$ cat src/router_pkg.sv
// fixed 3x3 mesh only; tile ids are {column, row} nibbles in 1..3 with row 1 at the top
package router_pkg;

    localparam int mesh_cols = 3;
    localparam int mesh_rows = 3;

    // router port indices
    localparam int dir_north  = 0;
    localparam int dir_east   = 1;
    localparam int dir_south  = 2;
    localparam int dir_west   = 3;
    localparam int dir_local  = 4;
    localparam int port_count = 5;

    localparam int eject_depth = 8;

    // APB map, byte offsets
    localparam int apb_addr_w = 4;
    localparam logic [apb_addr_w-1:0] reg_inject = 4'h0;
    localparam logic [apb_addr_w-1:0] reg_eject  = 4'h4;
    localparam logic [apb_addr_w-1:0] reg_status = 4'h8;

    // column in [7:4], row in [3:0]
    typedef logic [7:0] t_tile_id;

    typedef logic [3:0] t_eject_count;

    // one APB data word, source id in the top byte
    typedef struct packed {
        t_tile_id    src;
        t_tile_id    dst;
        logic [15:0] payload;
    } t_tile_trans;

endpackage

$ cat src/mesh_ejector.sv
// 8-entry FIFO, one tile drained per cycle; pop must only be raised while count is nonzero
module mesh_ejector (
    input  logic                          clk,
    input  logic                          rst_n,
    input  logic [8:0]                    loc_valid,
    input  router_pkg::t_tile_trans [8:0] loc_trans,
    output logic [8:0]                    loc_ready,
    input  logic                          pop,
    output router_pkg::t_tile_trans       head,
    output router_pkg::t_eject_count      count
);
    import router_pkg::*;

    t_tile_trans                      mem [eject_depth];
    logic [$clog2(eject_depth)-1:0]   wr_ptr;
    logic [$clog2(eject_depth)-1:0]   rd_ptr;
    logic [3:0]                       rr_ptr;
    logic [3:0]                       gnt_idx;
    logic                             gnt_any;
    logic                             can_push;

    // a slot frees up this cycle if software is reading
    assign can_push = (count != t_eject_count'(eject_depth)) || pop;
    assign head     = mem[rd_ptr];

    always_comb begin
        loc_ready = '0;
        gnt_any   = 1'b0;
        gnt_idx   = '0;
        for (int k = 0; k < mesh_cols * mesh_rows; k++) begin
            int i;
            i = int'(rr_ptr) + k;
            if (i >= mesh_cols * mesh_rows) begin
                i = i - mesh_cols * mesh_rows;
            end
            if (!gnt_any && can_push && loc_valid[i]) begin
                gnt_any      = 1'b1;
                gnt_idx      = 4'(i);
                loc_ready[i] = 1'b1;
            end
        end
    end

    always_ff @(posedge clk) begin
        if (!rst_n) begin
            wr_ptr <= '0;
            rd_ptr <= '0;
            count  <= '0;
            rr_ptr <= '0;
        end else begin
            if (gnt_any) begin
                wr_ptr <= wr_ptr + 1'b1;
                rr_ptr <= (gnt_idx == 4'(mesh_cols * mesh_rows - 1)) ? 4'd0 : gnt_idx + 4'd1;
            end
            if (pop) begin
                rd_ptr <= rd_ptr + 1'b1;
            end
            count <= count + t_eject_count'(gnt_any) - t_eject_count'(pop);
        end
    end

    always_ff @(posedge clk) begin
        if (gnt_any) begin
            mem[wr_ptr] <= loc_trans[gnt_idx];
        end
    end

endmodule

$ cat config.mk
export PLATFORM = sky130hd
export DESIGN_NAME = mesh_ejector
export DESIGN_NICKNAME = d
export VERILOG_FILES = /design/src/router_pkg.sv /design/src/mesh_ejector.sv
export SDC_FILE = /design/constraint.sdc
export NUM_CORES = 1
export LEC_CHECK = 0
export BUFFER_PORTS_ARGS = -buffer_cell sky130_fd_sc_hd__buf_2
export CAP_MARGIN = 0
export CORE_ASPECT_RATIO = 2
export CORE_MARGIN = 1
export CORE_UTILIZATION = 51
export DETAILED_ROUTE_END_ITERATION = 10
export MAX_ROUTING_LAYER = met4
export PLACE_DENSITY = 0.8
export SYNTH_ARGS = -nofsm -noshare
export SYNTH_HDL_FRONTEND = slang
export SYNTH_SLANG_ARGS = --single-unit
$ cat constraint.sdc
create_clock -name clk -period 8.3 [get_ports clk]
set_input_delay 1.245 -clock clk [delete_from_list [all_inputs] [get_ports clk]]
set_output_delay 1.245 -clock clk [all_outputs]
set_load 0.02 [all_outputs]
* Word-level counts from Yosys, hierarchy flattened
Memory sizes are Yosys's and may differ from the RTL's. A register that Yosys moved wholly into a read port is not among the register bits. Cells that the tools add are included.
Storage, ports and cells: flip-flop bits (word level) 14, memory bits (writable) 256, output and inout bits 45, logic and storage cells 188, memories 1
Memories:
- mem | depth 8, width 32, read ports 1, clocked after memory_dff 1, wr ports 1, RTL line mesh_ejector.sv:14 | t_tile_trans mem [eject_depth];
Operators by class: $add $sub $neg 22, order comparisons 28, equal/unequal tests 2, multiplexer cells 88, bitwise logic cells 8, reduce and logical (&&, ||, !) cells 35
Operators by type and width (number):
- 2-to-1 mux 32 bit | 10
- greater-or-equal comparator 32 x 1 -> 1 bit (second input constant) | 9
- less-than comparator 32 x 6 -> 1 bit (second input constant) | 9
- binary-select mux 32 bit (select 4 bit) | 1
- 2-to-1 mux 9 bit | 9
- OR 9 bit | 8
- subtractor 5 x 4 -> 6 bit (second input constant) | 8
- greater-or-equal comparator 5 x 4 -> 1 bit (second input constant) | 8
- 2-to-1 mux 4 bit | 10
- 2-to-1 mux 1 bit | 38
- binary-select mux 1 bit (select 4 bit) | 9
- demux 1 bit (select 4 bit) | 9
- logical AND 1 bit | 26
- adder 4 x 3 -> 5 bit (second input constant) | 4
- adder 4 x 2 -> 5 bit (second input constant) | 2
- zero test 1 bit | 8
- adder 3 x 1 -> 3 bit (second input constant) | 2
- 2-to-1 mux 3 bit | 2
- adder 4 x 1 -> 5 bit (second input constant) | 1
- adder 4 x 4 -> 5 bit (second input constant) | 1
- less-than comparator 4 x 5 -> 1 bit (second input constant) | 1
- subtractor 4 x 4 -> 5 bit (second input constant) | 1
- adder 4 x 1 -> 4 bit | 1
- adder 4 x 1 -> 4 bit (second input constant) | 1
- 5 further kinds | 5

* Longest topological paths before layout
depth in word-level cells 41, gate-level depth with buffers 25

* Worst setup path before layout
OpenSTA, ideal clock, no wires.
path kind register to register, from register rr_ptr[0], to memory mem[2][0] in the netlist's numbering (enable), library setup time 0.513 ns, arrival time 7.382 ns, slack 0.405 ns, cell stages (with the launch flop) 18, buffers on the path 6, clock period less this slack 7.895 ns, cells stage by stage dfxtp_1 buf_4 buf_6 inv_4 clkbuf_1 buf_1 ha_1 nand2b_1 clkbuf_1 or3_1 o211ai_2 a31oi_1 or4_4 o31a_1 nand3_1 nor3_1 clkbuf_1 nor4b_1
On the way: longest elaborated chain between the ends 41
RTL lines:
- start: declaration | RTL line mesh_ejector.sv:17 | logic [3:0] rr_ptr;
- start signal: assignment | RTL line mesh_ejector.sv:53 | rr_ptr <= (gnt_idx == 4'(mesh_cols * mesh_rows - 1)) ? 4'd0 : gnt_idx + 4'd1;
- parallel branches: the longest is 38 deep, another holds subtractor 5 x 4 -> 6 bit
- 2-to-1 mux 1 bit * | RTL line mesh_ejector.sv:36 | if (!gnt_any && can_push && loc_valid[i]) begin
- 2-to-1 mux 1 bit * | RTL line mesh_ejector.sv:63 | if (gnt_any) begin
- 2-to-1 mux 1 bit (implied by the code) * | RTL line mesh_ejector.sv:64 | mem[wr_ptr] <= loc_trans[gnt_idx];
- end: declaration | RTL line mesh_ejector.sv:14
Mark *: on every way between the ends. The select of a mux whose other input is x is not followed.

* Worst setup path after layout
from register rr_ptr[0], to output loc_ready[6]
On the way: longest elaborated chain between the ends 39
RTL lines:
- parallel branches: the longest is 38 deep, another holds greater-or-equal comparator 32 x 1 -> 1 bit
- 2-to-1 mux 9 bit * | RTL line mesh_ejector.sv:36
- end: declaration | RTL line mesh_ejector.sv:7 | output logic [8:0] loc_ready,
Marked as above.

==> metrics <==
status=finished clean; initial antenna violation count=32; H-Tree Depth=1; Worst Path Required=between 7 and 8 ns; most used cell along the critical path=a21oi_1; final hold vios=0; TritonCTS Sinks=273; Slew HR=roughly 13%; Area contributors post-synth=edfxtp_1 42%, mux2i_1 8.6%, mux4_2 8.5%; CP Launch Point=rr_ptr[0]; Core ar.=approximately 35000 µm²; TritonCTS Buffers=19; dpl hpwl=between 50000 and 60000 µm; CP max stage delay=around 0.8 ns; critical setup path kind=reg -> out; max_cap viols=0; Nets=about 2100; sequential fraction of the synthesis area=roughly 44%; critical path startpoint category=flip-flop; number of routed nets with antenna violations=0; async set-reset flop share out of synthesis=0%; Mean Syn Cell Area=~12 µm²; worst hold path class=reg -> reg; CTS tree=built; main combinational cell family by area after synthesis=multiplexers; GRT Util Overall=around 44%; CP max FO=20; Post-Synth Adder-Cell Area=2.37%; Die Width=between 100 and 150 µm; RSZ-0062 raised after global routing=no; area leader, netlist=edfxtp_1; fin crit share=95.3%; DR vias=between 15000 and 20000; die area=36600 µm²; IO buf count=roughly 340; Hold Crit Depth=2; Max Fclk=approximately 0.13 GHz; Initial Util=around 52%; Fill cells=~2800; Syn Std Cell Area=approximately 18000 µm²; RR Startpoint=rr_ptr[0]; Seq cells post-synth=273; Area Growth Syn to Fin=16.6%; grt total ovfl=0; top_reg_cell synth=edfxtp_1; Top Ports=345; Clock transition at path regs=roughly 0.08 ns; vias in the first global route=around 16000; Max Root-Sink Buffers=3; clock root buffer=clkbuf_16; setup_tns=0 ns; worst-path cell chain=inv_4 > ha_2 > and2_1 > xnor3_1 > o22ai_1 > a21oi_1 > a21oi_1 > o31a_1 > nand3_1 > a2111oi_1 > buf_4 > nand2b_1 > nor3_1 > a2111oi_0 > o311ai_0 > buf_2; Post-CTS Hold Fix Bufs=0; Synth Area in Simple Gates=about a tenth; Placer Congestion=~1.2; first-pass GRT wire length=between 100000 and 150000 µm; aggregate routed wire length=roughly 78000 µm; Final Skew=about 0.013 ns; layout cells sized above 1=a little under two fifths; Worst setup endpoint=loc_ready[6]; cell count after synthesis=~1500; Slew @ Worst Pin=about 1.3 ns; # DRC=0; FF-to-FF path depth=16; height of the die=269 µm; Worst-Skew Late Latency=between 0.5 and 0.6 ns; Data arrival, critical path=between 6 and 7 ns; Post-CTS Setup Repair Bufs=0; drt pass-1 iters=6; initial DRC count=between 1000 and 1500; Slowest-stage cell, CP=a2111oi_0; row count=97; top-area cell type share of the netlist area=between 40% and 50%; Final Setup Violations=0; post-synthesis xor/xnor area fraction=under 10%; Tmin final=7.91 ns; average routed wire per standard cell=approximately 34 µm; Worst R2R Setup Slack=roughly 1.5 ns; Setup crit end kind=primary output; Mapped Nets=approximately 1800; largest net degree at the start of global routing=65; multiplexer share of the synthesized area=a little over a fifth; post-synth cell types=112; EDFF count, synth=roughly 260; Yosys warnings=0; Via-to-Cell Ratio=just under 7; Compound-Gate Fraction of Synth Area=16.0%; # resized after CTS=0; Crit Reg-Reg Endpoint=mem[1][8]; Final Max Slew Viols=0
==> layout make-up <==
cell class                      instances  area (µm²)  area share [%]
Antenna cell                           35        87.6           0.412
Multi-Input combinational cell       1075        9570            45.0
Timing Repair Buffer                  410        2290            10.8
Sequential cell                       273        8040            37.8
Clock inverter                         11         116           0.547
Inverter                               31         119           0.559
Tap cell                              445         557            2.62
Clock buffer                           21         483            2.27
==> through the flow <==
step | hold slack, ns | worst slack [ns] | cell area (µm²) | utilization [%] | cells
2_1_floorplan | 0.485 | 0.405 | 18200 | - | 1484
3_3_place_gp | 0.506 | 1.15 | 20600 | 58.6 | 2234
3_5_place_dp | 0.526 | 1.18 | 20600 | 58.6 | 2234
4_1_cts | 0.548 | 0.650 | 21200 | 60.4 | 2266
5_1_grt | 0.583 | 0.265 | 21200 | 60.5 | 2292
6_report | 0.549 | 0.387 | 21300 | 60.6 | 2301
==> logic make-up after synthesis <==
group           count (synthesis)
simple gates                  359
compound gates                350
mux                           295
flops                         273
buf+inv                       136
xor+xnor                       37
fa+ha+maj                      34
==> worst max-delay path: cells and delay by family (launching register included) <==
kind                     cells  cell delay [ns]
AND/OR/NAND/NOR              4             1.32
flip-flops                   1             0.66
buffers and inverters        3             0.64
adder cells (fa/ha/maj)      1             0.68
AO/OA/AOI/OAI                7             2.48
XOR/XNOR                     1             0.34
==> sequential cells by signal (all words and copies together), names as in the netlist, named ones only <==
signal  flops
mem       256
rd_ptr      3
count       4
wr_ptr      3
rr_ptr      4
==> cell usage in the layout, fill, tap and decap left out, types with 9 or more instances in the layout <==
cell type | netlist | final
or3_1 | 11 | 11
nor4_1 | 12 | 11
o22ai_1 | 10 | 10
nor3_1 | 31 | 28
a211o_1 | 9 | 9
nand3_1 | 31 | 31
ha_1 | 33 | 32
o221ai_2 | 30 | 30
a31oi_1 | 15 | 15
and3_1 | 13 | 13
a2bb2oi_1 | 34 | 34
and2_1 | 16 | 16
inv_1 | 26 | 26
nor2b_1 | 11 | 11
mux2i_1 | 156 | 156
clkbuf_16 | 0 | 19
nand2b_1 | 21 | 21
dfxtp_1 | 17 | 12
xnor2_1 | 24 | 24
nand2_1 | 73 | 73
mux2_2 | 70 | 70
diode_2 | 0 | 35
nor2_1 | 88 | 87
o211ai_1 | 21 | 21
edfxtp_1 | 256 | 256
a21oi_1 | 46 | 46
mux4_2 | 69 | 69
buf_4 | 12 | 60
buf_2 | 23 | 344
a2111oi_0 | 10 | 9
o21ai_0 | 42 | 42
a211oi_1 | 11 | 11
==> how the worst min path moves through the flow <==
stage / start / to / slack [ns]
2_1_floorplan: rd_ptr[2] / flip-flop / 0.48
3_3_place_gp: rd_ptr[2] / flip-flop / 0.51
3_5_place_dp: rd_ptr[2] / flip-flop / 0.53
4_1_cts: rd_ptr[2] / flip-flop / 0.55
5_1_grt: rd_ptr[2] / flip-flop / 0.58
6_report: rd_ptr[2] / flip-flop / 0.55
==> layer usage <==
layer | GRT usage, % | part of all wire [%] | vias up
met4 | 40.6 | 11 | 0
met3 | 12.5 | 11 | 332
met5 | - | 0 | -
li1 | - | - | 6645
met2 | 72.5 | 49 | 1114
met1 | 40.6 | 29 | 7466
==> cell usage after synthesis (24+ instances only) <==
master and instances:
xnor2_1 24, nand3_1 31, o221ai_2 30, o21ai_0 42, nand2_1 73, clkbuf_1 42, mux2_2 70, nor3_1 31
ha_1 33, mux2i_1 156, nor2_1 88, inv_1 26, a2bb2oi_1 34, a21oi_1 46, mux4_2 69, edfxtp_1 256
Power is left out: the tool's default activity adds up to more than one toggle a clock period on the data nets, which glitch-free logic cannot reach.
