`config.mk`:
```
export PLATFORM = sky130hd
export DESIGN_NAME = mesh_injector
export DESIGN_NICKNAME = d
export VERILOG_FILES = /design/src/router_pkg.sv /design/src/mesh_injector.sv
export SDC_FILE = /design/constraint.sdc
export NUM_CORES = 1
export LEC_CHECK = 0
export ABC_AREA = 1
export BUFFER_PORTS_ARGS = -buffer_cell sky130_fd_sc_hd__buf_2
export CAP_MARGIN = 30
export CORE_ASPECT_RATIO = 1.5
export CORE_MARGIN = 1
export CORE_UTILIZATION = 43
export DETAILED_ROUTE_END_ITERATION = 8
export GPL_ROUTABILITY_DRIVEN = 0
export PLACE_DENSITY = 0.81
export SETUP_SLACK_MARGIN = 0.3
export SYNTH_ARGS = -nofsm -noshare
export SYNTH_HDL_FRONTEND = slang
export SYNTH_SLANG_ARGS = --single-unit
```
`constraint.sdc`:
```
create_clock -name clk -period 3.89 [get_ports clk]
set_input_delay 0.778 -clock clk [delete_from_list [all_inputs] [get_ports clk]]
set_output_delay 0.778 -clock clk [all_outputs]
set_load 0.02 [all_outputs]
```
`src/router_pkg.sv`:
```
// fixed 3x3 mesh only; tile ids are {column, row} nibbles in 1..3 with row 1 at the top
package router_pkg;

    localparam int mesh_cols = 3;
    localparam int mesh_rows = 3;

    // router port indices
    localparam int dir_north  = 0;
    localparam int dir_east   = 1;
    localparam int dir_south  = 2;
    localparam int dir_west   = 3;
    localparam int dir_local  = 4;
    localparam int port_count = 5;

    localparam int eject_depth = 8;

    // APB map, byte offsets
    localparam int apb_addr_w = 4;
    localparam logic [apb_addr_w-1:0] reg_inject = 4'h0;
    localparam logic [apb_addr_w-1:0] reg_eject  = 4'h4;
    localparam logic [apb_addr_w-1:0] reg_status = 4'h8;

    // column in [7:4], row in [3:0]
    typedef logic [7:0] t_tile_id;

    typedef logic [3:0] t_eject_count;

    // one APB data word, source id in the top byte
    typedef struct packed {
        t_tile_id    src;
        t_tile_id    dst;
        logic [15:0] payload;
    } t_tile_trans;

endpackage

```
`src/mesh_injector.sv`:
```
// one pending injection; wrong-direction accesses and unknown offsets all answer pslverr
module mesh_injector (
    input  logic                                clk,
    input  logic                                rst_n,
    input  logic [router_pkg::apb_addr_w-1:0]   paddr,
    input  logic                                psel,
    input  logic                                penable,
    input  logic                                pwrite,
    input  logic [31:0]                         pwdata,
    output logic [31:0]                         prdata,
    output logic                                pready,
    output logic                                pslverr,
    output logic                                inj_valid,
    output router_pkg::t_tile_trans             inj_trans,
    output logic [8:0]                          inj_tile_sel,
    input  logic [8:0]                          inj_ready,
    input  router_pkg::t_tile_trans             head,
    input  router_pkg::t_eject_count            count,
    output logic                                pop
);
    import router_pkg::*;

    t_tile_trans wr_trans;
    logic        pending;
    logic        wr_take;

    function automatic logic id_ok(t_tile_id id);
        return id[7:4] >= 4'd1 && id[7:4] <= 4'(mesh_cols) &&
               id[3:0] >= 4'd1 && id[3:0] <= 4'(mesh_rows);
    endfunction

    // same index order as the fabric local ports
    function automatic logic [8:0] tile_onehot(t_tile_id id);
        return 9'd1 << ((int'(id[7:4]) - 1) * mesh_rows + int'(id[3:0]) - 1);
    endfunction

    assign wr_trans  = t_tile_trans'(pwdata);
    assign inj_valid = pending;

    always_comb begin
        pready  = 1'b1;
        pslverr = 1'b0;
        prdata  = '0;
        pop     = 1'b0;
        wr_take = 1'b0;
        if (psel && penable) begin
            if (pwrite) begin
                if (paddr == reg_inject && id_ok(wr_trans.src) && id_ok(wr_trans.dst)) begin
                    // stall until the previous word leaves
                    pready  = !pending;
                    wr_take = !pending;
                end else begin
                    pslverr = 1'b1;
                end
            end else begin
                case (paddr)
                    reg_eject: begin
                        if (count == '0) begin
                            pslverr = 1'b1;
                        end else begin
                            prdata = head;
                            pop    = 1'b1;
                        end
                    end
                    reg_status: prdata = {23'd0, pending, 4'd0, count};
                    default:    pslverr = 1'b1;
                endcase
            end
        end
    end

    always_ff @(posedge clk) begin
        if (!rst_n) begin
            pending <= 1'b0;
        end else if (wr_take) begin
            pending <= 1'b1;
        end else if (|(inj_ready & inj_tile_sel)) begin
            pending <= 1'b0;
        end
    end

    always_ff @(posedge clk) begin
        if (wr_take) begin
            inj_trans    <= wr_trans;
            inj_tile_sel <= tile_onehot(wr_trans.src);
        end
    end

endmodule

```
After elaboration in Yosys (flattened, before gate mapping) --
Cells that the tools add are included.
Word-level totals: bits in registers 42, bits in latches 0, RAM bits 0, ROM bits 0, bits of input ports 86, output and inout port bits 77, logic and storage cells 56, memories 0
Operators by class: add/subtract/negate cells 3, multiply operators 1, div/mod/pow operators 0, magnitude comparators 8, equality and inequality tests 2, shifts and indexed selects 1, multiplexer cells 21, bitwise operators 1, reductions and logical operators 14
Operator list (count):
- 2-to-1 mux 32 bit | 3
- one-hot mux 32 bit (2 select lines) | 1
- << shifter 1 x 32 -> 9 bit (first input constant) | 1
- greater-or-equal comparator 4 x 1 -> 1 bit (second input constant) | 4
- less-or-equal comparator 4 x 2 -> 1 bit (second input constant) | 4
- 2-to-1 mux 1 bit | 16
- subtractor 9 x 2 -> 10 bit (second input constant) | 1
- adder 8 x 5 -> 9 bit | 1
- AND 9 bit | 1
- logical AND 1 bit | 9
- OR reduction 9 bit | 1
- logical NOT 4 bit | 2
- multiplier 5 x 3 -> 8 bit (second input constant) | 1
- subtractor 4 x 1 -> 5 bit (second input constant) | 1
- == test 4 x 3 -> 1 bit (second input constant) | 1
- == test 4 bit (second input constant) | 1
- one-hot mux 1 bit (2 select lines) | 1
- nonzero test 2 bit | 1
- logical NOT 1 bit | 1

Longest topological paths before layout --
Gate-level depths: netlist of the first run.
word-level depth 10, mapped depth 16, depth with buffers taken out 16

Least setup slack after synthesis of the first run --
Ideal clock, no wire load.
path type input-to-reg, from input port pwdata[28], to register inj_tile_sel[0] (data pin), setup time 158 ps, arrival 3447 ps, path slack 284 ps, cell stages on the path 15, path buffers 0, cells stage by stage inv_1 > ha_1 > xnor2_1 > inv_1 > fa_1 > inv_1 > fa_1 > ha_1 > nand3_1 > nand3_1 > nand2_1 > nand2_1 > nand2_1 > nand4_1 > nor3_1
On the way: word-level cells in the longest chain between the ends 5
Ends and longest elaborated chain:
- from (decl) | line mesh_injector.sv:9 | input logic [31:0] pwdata,
- subtractor 4 x 1 -> 5 bit | line mesh_injector.sv:34 | return 9'd1 << ((int'(id[7:4]) - 1) * mesh_rows + int'(id[3:0]) - 1);
- multiplier 5 x 3 -> 8 bit | line mesh_injector.sv:34
- adder 8 x 5 -> 9 bit | line mesh_injector.sv:34
- subtractor 9 x 2 -> 10 bit | line mesh_injector.sv:34
- << shifter 1 x 32 -> 9 bit | line mesh_injector.sv:34
- to (signal assigned) | line mesh_injector.sv:85 | inj_tile_sel <= tile_onehot(wr_trans.src);
- to (decl) | line mesh_injector.sv:15 | output logic [8:0] inj_tile_sel,
Every way passes these cells. A chain may end at the register's enable or synchronous reset.

Final worst setup path of the first run --
Same ends and word-level chain as after synthesis.

==> results of run 1 <==
[worst min-delay path: stages (launching register included)]
cell      delay [ns]
edfxtp_1        0.35
a221oi_1        0.08
nand3_1         0.10
a21boi_1        0.08
[metrics by stage]
step | util, % | total power [mW] | setup WS [ns]
floorplan | - | 0.7000 | 0.3139
CTS | 64.06 | 1.141 | 0.3009
global placement | 61.64 | 0.7823 | 0.07939
detailed placement | 61.64 | 0.7955 | -0.09373
global route | 65.86 | 1.231 | 0.2937
finish | 65.86 | 1.166 | 0.3676
[kinds of logic (layout without fill, tap and decap cells)]
| kind of cell | count (synthesis) | after routing | synth area share, % |
|---|---|---|---|
| xor+xnor | 6 | 6 | 2.083 |
| compound gates | 18 | 18 | 4.663 |
| fa+ha+maj | 19 | 19 | 10.91 |
| flops | 42 | 42 | 49.60 |
| buf+inv | 61 | 235 | 9.672 |
| simple gates | 116 | 116 | 23.07 |
[registers in the layout (all words and copies together) (netlist names)]
register and cells:
inj_tile_sel 9, inj_valid 1, inj_trans 32
[final cells by class]
class | count | area (sq um)
fillers | 443 | 1903
inverters | 59 | 224.0
clock buffers | 6 | 72.57
multi-input cells | 159 | 1136
flip-flops and latches | 42 | 1251
repair buffers | 168 | 862.1
well taps | 70 | 87.58
clock inverters | 2 | 37.54
[metal layers]
metal  vias to the layer above  track usage, %
met5                         -               0
met3                        11           3.436
li1                       1201               -
met4                         0           7.407
met2                        98           40.79
met1                      1120           22.49
[cell usage after synthesis (3+ instances only)]
cell type	n
xor2_1	4
edfxtp_1	41
nor3_1	15
nor2_2	20
o21ai_0	3
nor2_1	27
nand3_1	10
a22oi_1	5
ha_1	14
a21oi_1	5
nand2_1	30
inv_1	59
nand4_1	8
fa_1	5
[how the worst min path moves through the flow]
| stage | end | from | depth (start not counted) | slack [ns] |
|---|---|---|---|---|
| CTS | inj_valid | inj_tile_sel[3] | 3 | 0.65 |
| global route | inj_trans[3] | pwdata[3] | 1 | 0.65 |
| detailed placement | inj_valid | inj_tile_sel[3] | 3 | 0.65 |
| global placement | inj_valid | inj_tile_sel[8] | 3 | 0.65 |
| finish | inj_valid | inj_tile_sel[3] | 3 | 0.65 |
| floorplan | inj_valid | inj_valid | 3 | 0.68 |
[where the power goes]
| part | total [mW] | internal [mW] | switching [mW] |
|---|---|---|---|
| Combinational | 0.340 | 0.143 | 0.197 |
| Sequential | 0.495 | 0.495 | 0.00000231 |
| Clock | 0.331 | 0.191 | 0.139 |
| Total | 1.17 | 0.829 | 0.337 |
[repair_timing]
item                       4_1_cts  5_1_grt
pin swaps                        3       11
setup buffers                    1        2
gates resized for setup          2       23
cloned                           0        0
setup endpoints to repair        8        9
==> reports/qor.csv, run 1 <==
metric,value,unit
yosysSeqAreaShare,49.60,%
place_inst,495,
drtPass1Iterations,4,
final_area,3671,sq um
whs,0.6472,ns
fin_setup_tns,0,ns
drc,0,
gr-usage-all-layers,21.00,%
cts_tree,built,
num_vias,2430,
dieHeight,95.81,um
yosysWarningCount,0,
wl_met2,3864,um
cp_top_family,adder cells,
max_slew_margin,63.02,%
skew,0.004560,ns
rsz0062_at_grt,false,
critPathLaunch,pwdata[28],
routed_wirelength,6780,um
mostFrequentLayoutCell,buf_2,
fmax,283.9,MHz
die_area,6183,sq um
start_util,45.25,%
cts_made_buffers,5,
crit_buf_inv,3,
ys.flop_type,edfxtp_1,
final_antenna_net_count,0,
portBuffers,162,
core,5574,sq um
syn_nets,367,
grt_pass1_wl,9735,um
grt_pass1_vias,2146,
post-dp-hpwl,5657,um
placed_area,3436,sq um
timing.final.crit_share,90.55,%
worstSkewPairLatency,0.29,ns
htreeDepth,2,
fp.dieW,64.54,um
synth_top_area_share,48.81,%
cts_buffer_depth,2,
slew_viol_final,0,
ys_types,27,
drt-met1-wl,2405,um
area_growth,45.54,%
grt_max_degree,28,
clock-sinks,42,
final_cells,506,
final_cell_mix,"161 x buf_2, 54 x inv_1, 41 x edfxtp_1",
crit_type,in -> reg,
run_status,"finished, final reports clean",
grt_overflow,0,
num_rows,33,
num_antenna_cells,0,
power_density,317.5,nW/um^2
viasPerCell,4.802,
synthTopCellsByArea,"edfxtp_1 49%, inv_1 8.8%, ha_1 6.9%",
antenna_found_initial,0,
final-setup-viol-count,0,
top_layer_used,met4,
syn_avg_cell_area,9.628,sq um
cp_max_fo,5,
ir_drop,0.2727,mV
synth_edf_count,41,
cts_root_buffer,clkbuf_8,
syn_area,2522,sq um
crit_chain,buf_2 > buf_6 > nor2_4 > nand2_4 > xor2_4 > fa_1 > inv_2 > fa_1 > ha_4 > nand3_1 > nand3_1 > nand2_1 > nand2_1 > nand2_1 > nand4_1 > nor3_1,
reg2reg_depth,2,
postSynth.asyncResetShare,0,%
crit_top_cell,nand2_1,
drt-initial-drc-count,110,
ys_seq_elements,42,
worstMarginPinSlew,0.5534,ns
synth_top_area_cell,edfxtp_1,
cp.required,4.01,ns
end_kind,flip-flop,
cellLeakagePower,1.826,nW
nets,540,
startpoint_type,input port,
worstSetupPathDepth,16,
reg2reg_from,inj_valid,
arrival,3.64,ns
cp-endpoint,inj_tile_sel[0],
drive_gt1_share,50.46,%
ff2ff_setup_slack,2.41,ns
dr_wl_met3,380,um
syn_inst,262,
cpPeakStageDelay,0.57,ns
period_minus_slack,3.522,ns
crit_slowest_cell,fa_1,
worstReg2RegEnd,inj_trans[0],
clk_pin_slew,0.07,ns
hold_path.class,reg -> reg,
wl_per_cell,13.40,um
max_cap_viol_count,0,
finalHoldViolCount,0,
hold_buffers,0,
ioPinCount,163,
Power figures use the tool's default switching activity.
==> run 2, diff against run 1 <==
==> constraint.sdc (replaced) <==
create_clock -name clk -period 3.89 [get_ports clk]
set_input_delay 0.389 -clock clk [delete_from_list [all_inputs] [get_ports clk]]
set_output_delay 0.389 -clock clk [all_outputs]
set_load 0.02 [all_outputs]
==> run 2 against run 1 <==
Compared with the run above: die area stayed put; design area is 4.2% lower; register-to-register slack better by 0.33 ns; highest routed layer unchanged; sequential power hardly changed; utilization is 2.8 points lower; critical path type unchanged; power is 11% lower; clock skew is 0.0015 ns higher; clock-buffer cell count stayed put; worst hold slack worse by 0.37 ns; largest cell class unchanged.
==> reports/qor.csv, run 2 (synthesis results as in run 1) <==
metric,value,unit,change
p_comb_share,27.8,%,-1.4 points
period_minus_slack,3.372,ns,-0.1505 ns
area_growth,39.38,%,
grt_overflow,0,,unchanged
fin_util,63.08,%,-2.8 points
grt_pass1_vias,1979,,-7.8%
core,5574,sq um,unchanged
mostFrequentLayoutCell,buf_2,,
end_kind,flip-flop,,
dpl_worst_slack,0.1339,ns,+0.2277 ns
worstMarginPinSlew,0.4205,ns,-0.1329 ns
cpPeakStageDelay,0.51,ns,-0.06 ns
ioPinCount,163,,unchanged
drtPass1Iterations,4,,unchanged
portBuffers,162,,unchanged
rsz0062_at_grt,false,,
crit_slowest_cell,fa_1,,
placed_area,3426,sq um,-0.29%
final_cell_mix,"162 x buf_2, 59 x inv_1, 41 x edfxtp_1",,
fin_setup_tns,0,ns,unchanged
worstSkewPairLatency,0.29,ns,about the same
max_slew_margin,71.81,%,+8.8 points
arrival,3.49,ns,-0.15 ns
hold_path.class,in -> reg,,
seqPwrFrac,47.5,%,+5.0 points
nets,535,,-0.93%
drive_gt1_share,45.94,%,-4.5 points
cts_tree,built,,
power_density,296.7,nW/um^2,-6.6%
power.switching,0.3063,mW,-9.1%
top_register,inj_trans,,
startpoint_type,input port,,
cellLeakagePower,1.788,nW,-2.1%
run_status,"finished, final reports clean",,
place_inst,493,,-0.40%
multi_input_area,1042,sq um,-8.3%
switching_share,29.36,%,+0.47 points
crit_chain,buf_2 > inv_1 > ha_1 > xnor2_2 > inv_1 > fa_1 > inv_1 > fa_1 > ha_1 > nand2_1 > nand2_1 > nand2_1 > a21oi_1 > nor2_1 > nand4_1 > nor3_1,,
die_area,6183,sq um,unchanged
ir_drop,0.2086,mV,-24%
final-setup-viol-count,0,,unchanged
routed_wirelength,6412,um,-5.4%
cp_max_fo,8,,+3
p_total,1.043,mW,-11%
fillers,465,,+5.0%
num_antenna_cells,0,,unchanged
internal-power,0.7368,mW,-11%
final_cells,501,,-0.99%
largest_reg_flops,32,,unchanged
start_util,45.25,%,unchanged
cts_root_buffer,clkbuf_8,,
dieHeight,95.81,um,unchanged
wl_per_cell,12.80,um,-4.5%
crit_type,in -> reg,,
slew_viol_final,0,,unchanged
num_vias,2370,,-2.5%
cts_made_buffers,5,,unchanged
viasPerCell,4.731,,-1.5%
num_rows,33,,unchanged
clkPwrFrac,24.7,%,-3.7 points
finalHoldViolCount,0,,unchanged
max_cap_viol_count,0,,unchanged
regArea,1251,sq um,unchanged
htreeDepth,2,,unchanged
skew,0.006072,ns,+0.001512 ns
clk_pin_slew,0.08,ns,about the same
post-dp-hpwl,5502,um,-2.7%
grt_max_degree,39,,+39%
cp.required,4.01,ns,about the same
final_antenna_net_count,0,,unchanged
layout_setup_ws,0.5181,ns,+0.1505 ns
fp.dieW,64.54,um,unchanged
fmax,296.6,MHz,+4.5%
clock-sinks,42,,unchanged
timing.final.crit_share,86.68,%,-3.9 points
grt_pass1_wl,9204,um,-5.5%
drt-initial-drc-count,162,,+47%
cts_buffer_depth,2,,unchanged
drc,0,,unchanged
whs,0.2723,ns,-0.3749 ns
hold_buffers,0,,unchanged
antenna_found_initial,0,,unchanged
gr-usage-all-layers,19.72,%,-1.3 points
final_area,3516,sq um,-4.2%
[run 2: cell types whose count changed in the layout (fill, tap and decap cells not counted), moves of 3 or more]
cell	delta
inv_1	+5
nand2_1	+4
inv_2	-4
buf_4	-6
nand2_2	-3
[run 2: power groups by stage]
stage	combinational [mW]	sequential, mW	clock (mW)
after floorplan	0.194	0.505	0
after detailed placement	0.286	0.505	0
after global routing	0.329	0.495	0.284
final	0.290	0.495	0.258
after global placement	0.276	0.505	0
after CTS	0.288	0.495	0.266
[run 2: final timing paths]
path	start	to	slack [ns]	cells past startpoint
setup / recovery	pwdata[28]	inj_tile_sel[8]	0.52	16
hold / removal	pwdata[5]	inj_trans[5]	0.27	1
setup reg to reg	inj_valid	inj_trans[16]	2.74	2
hold reg to reg	inj_tile_sel[3]	inj_valid	0.64	3
[run 2: what timing repair did]
item,in CTS,in global routing
resized for setup,0,1
setup endpoints to repair,0,9
hold endpoints to repair,0,0
setup buffers,0,0
[run 2: metal layers]
| metal | GRT usage, % | part of all wire (%) | vias to the layer above |
|---|---|---|---|
| li1 | - | - | 1194 |
| met1 | 24.35 | 40 | 1072 |
| met2 | 35.79 | 55 | 97 |
| met3 | 2.133 | 4.8 | 7 |
| met4 | 6.111 | 1.1 | 0 |
| met5 | 0 | 0 | - |
[run 2: critical path: cells and delay by family]
family / cells / cell delay (ns)
AO/OA/AOI/OAI: 1 / 0.07
XOR/XNOR: 1 / 0.25
adder cells (fa/ha/maj): 4 / 1.58
buffers and inverters: 4 / 0.44
AND/OR/NAND/NOR: 6 / 0.76
[run 2: area by class of cell]
cell class,count,area share (%)
clock inverter,2,0.2847
tap,70,2.491
multi-input combinational,159,29.64
inverter,59,6.299
timing repair buffer,163,23.63
clock buffer,6,2.064
sequential,42,35.59
